==> config.mk <==
export PLATFORM = sky130hd
export DESIGN_NAME = sram_port_arbiter
export DESIGN_NICKNAME = d
export VERILOG_FILES = /design/src/sram_ctrl_pkg.sv /design/src/sram_port_arbiter.sv
export SDC_FILE = /design/constraint.sdc
export NUM_CORES = 1
export LEC_CHECK = 0
export BUFFER_PORTS_ARGS = -buffer_cell sky130_fd_sc_hd__buf_2
export CAP_MARGIN = 5
export CORE_AREA = 2 2 129 131
export CTS_CLUSTER_DIAMETER = 60
export DETAILED_ROUTE_END_ITERATION = 12
export DIE_AREA = 0 0 131 133
export PLACE_DENSITY = 0.57
export REMOVE_ABC_BUFFERS = 1
export SETUP_SLACK_MARGIN = 0.1
export SYNTH_ARGS = -nofsm -noshare
export SYNTH_HDL_FRONTEND = slang
export SYNTH_SLANG_ARGS = --single-unit
==> constraint.sdc <==
create_clock -name clk -period 4.6 [get_ports clk]
set_clock_uncertainty 0.05 [all_clocks]
set_input_delay 0.69 -clock clk [delete_from_list [all_inputs] [get_ports clk]]
set_output_delay 0.69 -clock clk [all_outputs]
set_load 0.05 [all_outputs]
==> src/sram_ctrl_pkg.sv <==
// shared widths, types and halfword cycle timing for the async SRAM controller
package sram_ctrl_pkg;

	localparam int word_w = 32; // CPU and display word
	localparam int half_w = 16; // SRAM data bus width
	localparam int sram_addr_w = 23; // halfword address at the chip

	typedef logic [word_w-1:0] word_t; // one full 32-bit word
	typedef logic [half_w-1:0] half_t; // one SRAM halfword
	typedef logic [sram_addr_w-1:0] sram_addr_t; // word address plus halfword select

	localparam int rd_phase_cycles = 2; // each read half holds the address for two cycles
	localparam int wr_phase_cycles = 3; // each write half is setup, pulse, hold

	// the phase counter has to reach the longer of the two phase lengths
	localparam int phase_w = $clog2(wr_phase_cycles);

	typedef logic [phase_w-1:0] phase_t; // position inside one halfword phase

	localparam phase_t rd_phase_last = phase_t'(rd_phase_cycles - 1); // last read cycle
	localparam phase_t wr_phase_last = phase_t'(wr_phase_cycles - 1); // last write cycle
	localparam phase_t wr_pulse_cycle = phase_t'(wr_phase_cycles / 2); // we_n low here only

	// halfword select bit on sram_addr, high half goes out first
	localparam logic half_hi = 1'b0;
	localparam logic half_lo = 1'b1;

endpackage

==> src/sram_port_arbiter.sv <==
// port arbiter that serializes instruction, data and display accesses onto one word controller
module sram_port_arbiter import sram_ctrl_pkg::*; (
	input logic clk,
	input logic rst,
	input logic instr_en, // fetch request level
	input word_t instr_addr,
	input logic data_en, // data request level
	input word_t data_addr,
	input logic data_write, // data request is a write
	input word_t data_wdata,
	input logic vga_read, // display read request level
	input word_t vga_addr,
	output word_t instr_rdata, // last fetched word
	output word_t data_rdata, // last data read word
	output logic cpu_stall,
	output word_t vga_rdata, // last display word
	output logic vga_rdy, // one-cycle pulse when vga_rdata is fresh
	output logic start, // one-cycle start toward the word controller
	output word_t acc_addr,
	output logic acc_write,
	output word_t acc_wdata,
	input word_t acc_rdata,
	input logic acc_done
);

	typedef enum logic [2:0] {
		st_idle,
		st_fetch,
		st_data,
		st_complete,
		st_display,
		st_disp_wait
	} arb_state_t;

	arb_state_t state; // current owner of the word controller
	logic pend_data; // a data access follows the running fetch
	logic cpu_req; // any CPU request level is up

	assign cpu_req = instr_en || data_en;

	// the CPU waits whenever a request is up and not yet finished
	// during the display states it has to wait too, so its request is not taken as done
	always_comb begin
		case (state)
			st_fetch, st_data: cpu_stall = 1'b1; // CPU access running
			st_idle, st_display, st_disp_wait: cpu_stall = cpu_req; // request seen but not served
			default: cpu_stall = 1'b0; // complete cycle releases the CPU
		endcase
	end

	// address and write data come straight from the held request of the active port
	always_comb begin
		case (state)
			st_data: acc_addr = data_addr;
			st_display: acc_addr = vga_addr;
			default: acc_addr = instr_addr; // fetch, and a harmless value elsewhere
		endcase
	end

	assign acc_write = (state == st_data) && data_write; // fetch and display only read
	assign acc_wdata = data_wdata;

	// state machine and start pulses
	always_ff @(posedge clk) begin
		if (rst) begin
			state <= st_idle;
			pend_data <= 1'b0;
			start <= 1'b0;
			vga_rdy <= 1'b0;
		end else begin
			start <= 1'b0; // start is a single-cycle pulse
			vga_rdy <= 1'b0;
			case (state)
				st_idle: begin
					if (instr_en) begin
						state <= st_fetch; // the fetch goes first when both come together
						pend_data <= data_en;
						start <= 1'b1;
					end else if (data_en) begin
						state <= st_data;
						pend_data <= 1'b0;
						start <= 1'b1;
					end else if (vga_read) begin
						state <= st_display; // display only gets a free controller
						start <= 1'b1;
					end
				end
				st_fetch: begin
					if (acc_done) begin
						if (pend_data) begin
							state <= st_data; // data access runs right behind the fetch
							pend_data <= 1'b0;
							start <= 1'b1;
						end else begin
							state <= st_complete;
						end
					end
				end
				st_data: begin
					if (acc_done) begin
						state <= st_complete;
					end
				end
				st_complete: begin
					state <= st_idle; // request lines are not looked at in this cycle
				end
				st_display: begin
					if (acc_done) begin
						state <= st_disp_wait;
						vga_rdy <= 1'b1; // word is on vga_rdata from the next cycle
					end
				end
				st_disp_wait: begin
					if (!vga_read) begin
						state <= st_idle; // the display has withdrawn its request
					end
				end
				default: state <= st_idle;
			endcase
		end
	end

	// result capture on each done, a data write leaves data_rdata alone
	always_ff @(posedge clk) begin
		if (acc_done) begin
			if (state == st_fetch) begin
				instr_rdata <= acc_rdata;
			end
			if ((state == st_data) && !data_write) begin
				data_rdata <= acc_rdata;
			end
			if (state == st_display) begin
				vga_rdata <= acc_rdata;
			end
		end
	end

endmodule

== Word-level counts from Yosys, hierarchy flattened ==
Index checks and enable logic that the tools add are counted.
Word-level totals
  output and inout port bits: 164
  register bits after elaboration: 102
  input bits: 167
Cells by class
  reduce and logical (&&, ||, !) cells: 14
  eq/ne operators: 10
  bitwise logic cells: 1
  mux-type cells: 22
Operators by type and width (count)
  32-bit one-hot mux with 2 select lines: 1
  3-bit 2-to-1 mux: 7
  3-bit one-hot mux with 5 select lines: 1
  1-bit 2-to-1 mux: 10
  2-bit inequality test (second input constant): 4
  3-bit equality test (second input constant): 2
  1-bit one-hot mux with 2 select lines: 3
  2-bit AND reduction: 3
  5-bit AND reduction: 1
  4-bit inequality test (second input constant): 1
  2-bit OR reduction: 2
  3-bit by 1-bit equality test with 1-bit output (second input constant): 1
  3-bit by 2-bit equality test with 1-bit output (second input constant): 1
  3-bit logical NOT: 1
  3-bit inequality test (second input constant): 1
  3-bit AND reduction: 1
  3-bit OR reduction: 1
  1-bit logical AND: 2
  2-bit nonzero test: 1
  1-bit logical NOT: 1
  1-bit logical OR: 1
  1-bit inverter: 1

== Longest topological paths before layout ==
  word-level depth: 4
  gate-level depth with buffers: 6
  gate-level depth less buffers: 4

== Least setup slack after synthesis ==
No wires, ideal clock.
  kind: flip-flop to flip-flop
  start point: register state[2]
  end point: register start
  library setup time: 0.079 ns
  required time: 4.471 ns
  slack: -0.161 ns
  arrival time: 4.632 ns
  cell stages (with the launch flop): 6
  path through: dfxtp_1 -> buf_6 -> buf_2 -> nor4b_1 -> a22oi_1 -> nor2_1
Between the ends
  cells in the longest elaborated chain, start to end: 2
  elaborated cells on any way between the ends: 3
  those cells by class: eq/ne (1); mux (1); reduce/logical (1)
Ends and longest elaborated chain
  start, declared: line sram_port_arbiter.sv:35  | arb_state_t state;
  start signal, assigned: line sram_port_arbiter.sv:66  | state <= st_idle;
  start signal, assigned: line sram_port_arbiter.sv:76  | state <= st_fetch;
  start signal, assigned: line sram_port_arbiter.sv:80  | state <= st_data;
  3-bit by 1-bit equality test with 1-bit output / 3-bit logical NOT (equally long branches): line sram_port_arbiter.sv:73  | case (state)
  1-bit one-hot mux with 2 select lines (*): line sram_port_arbiter.sv:73
  end signal, assigned: line sram_port_arbiter.sv:71  | start <= 1'b0;
  end signal, assigned: line sram_port_arbiter.sv:78  | start <= 1'b1;
  end signal, assigned: line sram_port_arbiter.sv:82  | start <= 1'b1;
  end, declared: line sram_port_arbiter.sv:18  | output logic start,
Every way passes the cells marked *; elsewhere a longest branch is shown, timed or not.
A chain may end at the register's enable or synchronous reset.

== Worst setup path after layout ==
  start point: register state[1]
  end point: output port acc_addr[17]
Between the ends
  cells in the longest elaborated chain, start to end: 2
  elaborated cells on any way between the ends: 3
  those cells by class: eq/ne (2); mux (1)
Ends and longest elaborated chain
  3-bit equality test / 3-bit by 2-bit equality test with 1-bit output (equally long branches): line sram_port_arbiter.sv:53  | case (state)
  32-bit one-hot mux with 2 select lines (*): line sram_port_arbiter.sv:53
  end, declared: line sram_port_arbiter.sv:19  | output word_t acc_addr,
Marks and branches as above.

==> impl_summary.txt <==
----------------------------------------------------
[Clock tree]
  Post-cts repair resize count ... 0
  Clk Latency, worst-skew pair ... 0.33 ns
  TritonCTS clock tree ... built
  Post-CTS setup buffer count ... 0
  Total CTS buffers ... 9
  Maximum buffer depth of the clock tree ... 2
  Library cell used as clock root buffer ... clkbuf_16
  Clock Sinks ... 102
  Clock slew at reported path FFs ... 0.07 ns
  CTS H-tree depth ... 3
  Post-cts hold buffer count ... 0

[Detailed routing]
  Drt initial violations ... 197
  DRT antenna net count ... 0
  Via count ... 3231
  Residual DRC count ... 0
  Wire length after detailed routing ... 13.3 mm
  Total iterations of the first detailed-routing run ... 4
  Avg WL per Cell ... 17.7 µm
  Via count normalized by instance count ... 4.31

[STA]
  Pins Over Slew Limit ... 0
  Number of endpoints with negative hold slack in the final report ... 0
  Share of the clock period used by the worst path after layout ... 0.776
  Highest attainable clock frequency ... 0.280 GHz
  Final total negative setup slack ... 0 ns
  Slew @ Worst Pin ... 1.11 ns
  Unrepaired setup endpoints after global routing ... false
  Setup violations, final ... 0
  Remaining max-slew budget at the tightest pin ... 0.259
  Minimum period implied by the final worst setup slack ... 3.57 ns

[Setup path]
  Arrival time at the worst endpoint ... 2.83 ns
  Endpoint kind of the worst setup timing path ... output port
  Worst r2r src ... state[1]
  CP max stage delay ... 0.89 ns
  Worst Setup Start Kind ... register
  Flop-to-flop setup slack ... 1.97 ns
  Worst Reg-to-Reg Cells ... 3
  Critical Path RT ... 3.86 ns
  Max FO, Critical Path ... 34
  Most frequent CP cell ... nand2_1
  Startpoint-to-endpoint class of the critical path ... register to output port
  Critical register-to-register path endpoint ... data_rdata[23]
  Cell type of the slowest stage on the worst timing path ... nor2_2
  Chain of cells forming the critical path ... nor3b_4 -> buf_4 -> nor2_2 -> nand2_1 -> nand2_1 -> buf_2

[Min path]
  End of the worst hold path ... pend_data
  Hold WC Path Type ... register to register
  Cell depth of the worst hold path ... 2
  Launch point of the worst hold path ... pend_data

[Cells and area]
  Final cell utilization of the core ... 0.356
  Area of the multi-input gates ... 816 µm²
  Growth of design area from synthesis to finish ... 39.4%
  Register area ... 0.00300 mm²
  Filler Cells Inserted ... 1600
  Fraction of final layout cells sized beyond drive strength 1 ... 0.558
  Number of cells in the finished layout apart from fillers ... 749
  Post-layout nets ... 689

[Yosys]
  Synth top area share ... 0.699
  Top cell types by occurrence after synthesis ... 96 x edfxtp_1, 65 x nand2_1, 33 x a22oi_1, 32 x buf_4, 10 x buf_2
  Ranking of synthesized cells by area ... edfxtp_1 70%, a22oi_1 6.0%, nand2_1 5.9%
  Sequential area share after synthesis ... 0.728
  Cell variety after synth ... 35
  Count leader, synth ... edfxtp_1
  Cell type with the highest aggregate area in the netlist ... edfxtp_1
  Mean area per synthesized cell ... 14.4 µm²
  Count of mapped cells out of synthesis ... 287
  Number of storage elements in the synthesis netlist ... 102
  YS warnings ... 0
  Post-synth ARST share ... 0
  Most used flip-flop cell after synthesis ... edfxtp_1
  Cell area after technology mapping ... 0.00412 mm²
  Number of enable flip-flop cells after synthesis ... 96

[Floorplanning]
  Boundary Pins ... 331
  Starting Density ... 0.255
  Floorplan core area ... 0.0162 mm²
  Chip width ... 131 µm
  Std cell rows ... 47
  Floorplan die height ... 133 µm
  Die area ... 0.0174 mm²

[Power and ir drop]
  Static leakage ... 2.52 nW
  Peak VDD IR ... 0.311 mV
  Pwr Total ... 3.37 mW
  PwrDens ... 587 mW/mm²

[Global route]
  Antenna violations before repair ... 3
  Remaining Overflow, GRT ... 0
  Largest net degree at the start of global routing ... 36
  Total routing resource utilization after global routing ... 0.145
  Via count of the first global-routing pass ... 3129
  Global-route wire length before repair ... 18.6 mm

[Place]
  Inst Count DP ... 731
  IO buf count ... 266
  Dpl hpwl ... 10.7 mm
  Final GP Congestion ... 0.894

[Run]
  Max cap viols ... 0

[Outcome]
  Outcome ... finished, final reports clean

----------------------------------------------------
where the power goes:
part / switching [mW] / internal (mW) / leakage (nW) / total (mW)
sequential: 0.0659 / 1.12 / 0.919 / 1.19
combinational: 1.14 / 0.351 / 1.46 / 1.49
clock: 0.324 / 0.374 / 0.137 / 0.698
total: 1.53 / 1.85 / 2.52 / 3.37
how the worst max path moves through the flow:
stage,startpoint,to,slack (ns),cells past startpoint
finish,state[1],acc_addr[17],1.03,6
global route,state[1],acc_addr[12],0.75,6
CTS,state[1],acc_addr[17],0.99,6
detailed placement,state[1],acc_addr[17],1.38,6
global placement,state[1],acc_addr[17],1.49,6
floorplan,state[0],start,-0.27,4
layout make-up:
cell class                 count  area share
antenna                        2    0.000871
clock buffer                   9      0.0392
clock inverter                 7     0.00979
inverter                       2     0.00131
multi-input combinational    137       0.142
sequential                   102       0.522
tap                          220      0.0479
timing repair buffer         270       0.237
cells by family after synthesis:
| group | share of synthesized area |
|---|---|
| AO/OA/AOI/OAI | 0.0831 |
| buffers and inverters | 0.0795 |
| XOR/XNOR | 0.00425 |
| multiplexers | 0.00849 |
| AND/OR/NAND/NOR | 0.0965 |
| flip-flops | 0.728 |
state kept, by name (all words and copies together) (netlist names):
name and flops:
instr_rdata 32, data_rdata 32, pend_data 1, start 1, vga_rdata 32, vga_rdy 1, state 3
layer usage:
| metal | share of wire | vias up | global-route usage |
|---|---|---|---|
| met2 | 0.44 | 260 | 0.217 |
| met3 | 0.15 | 8 | 0.0752 |
| met5 | 0.0028 | - | 0.0206 |
| met4 | 0.0084 | 2 | 0.0390 |
| met1 | 0.41 | 1462 | 0.182 |
| li1 | - | 1499 | - |
worst max-delay path, delay by kind of cell, from the launching register on:
family | cells | cell delay [ns]
simple gates | 4 | 1.22
flops | 1 | 0.73
buf+inv | 2 | 0.52
layout by cell type, fill, tap and decap left out, types with 2 or more instances in the layout:
| cell type | instances |
|---|---|
| nor3b_4 | 2 |
| nand2_1 | 65 |
| inv_1 | 2 |
| nor2b_1 | 3 |
| edfxtp_1 | 96 |
| and2_1 | 2 |
| diode_2 | 2 |
| mux2i_1 | 2 |
| o21ai_0 | 2 |
| nor3_1 | 3 |
| nor2_1 | 4 |
| a22oi_1 | 33 |
| buf_2 | 266 |
| dfxtp_1 | 6 |
| buf_4 | 4 |
| inv_8 | 2 |
| clkbuf_16 | 9 |
| xnor2_1 | 2 |
per-stage QoR:
step / instance area, µm² / hold slack, ns / setup slack, ns
3_3_place_gp: 5460 / 0.477 / 1.49
4_1_cts: 5740 / 0.488 / 0.994
6_report: 5750 / 0.494 / 1.03
3_5_place_dp: 5460 / 0.483 / 1.38
5_1_grt: 5750 / 0.492 / 0.751
2_1_floorplan: 3800 / 0.434 / -0.272
(Power assumes the default switching activity.)
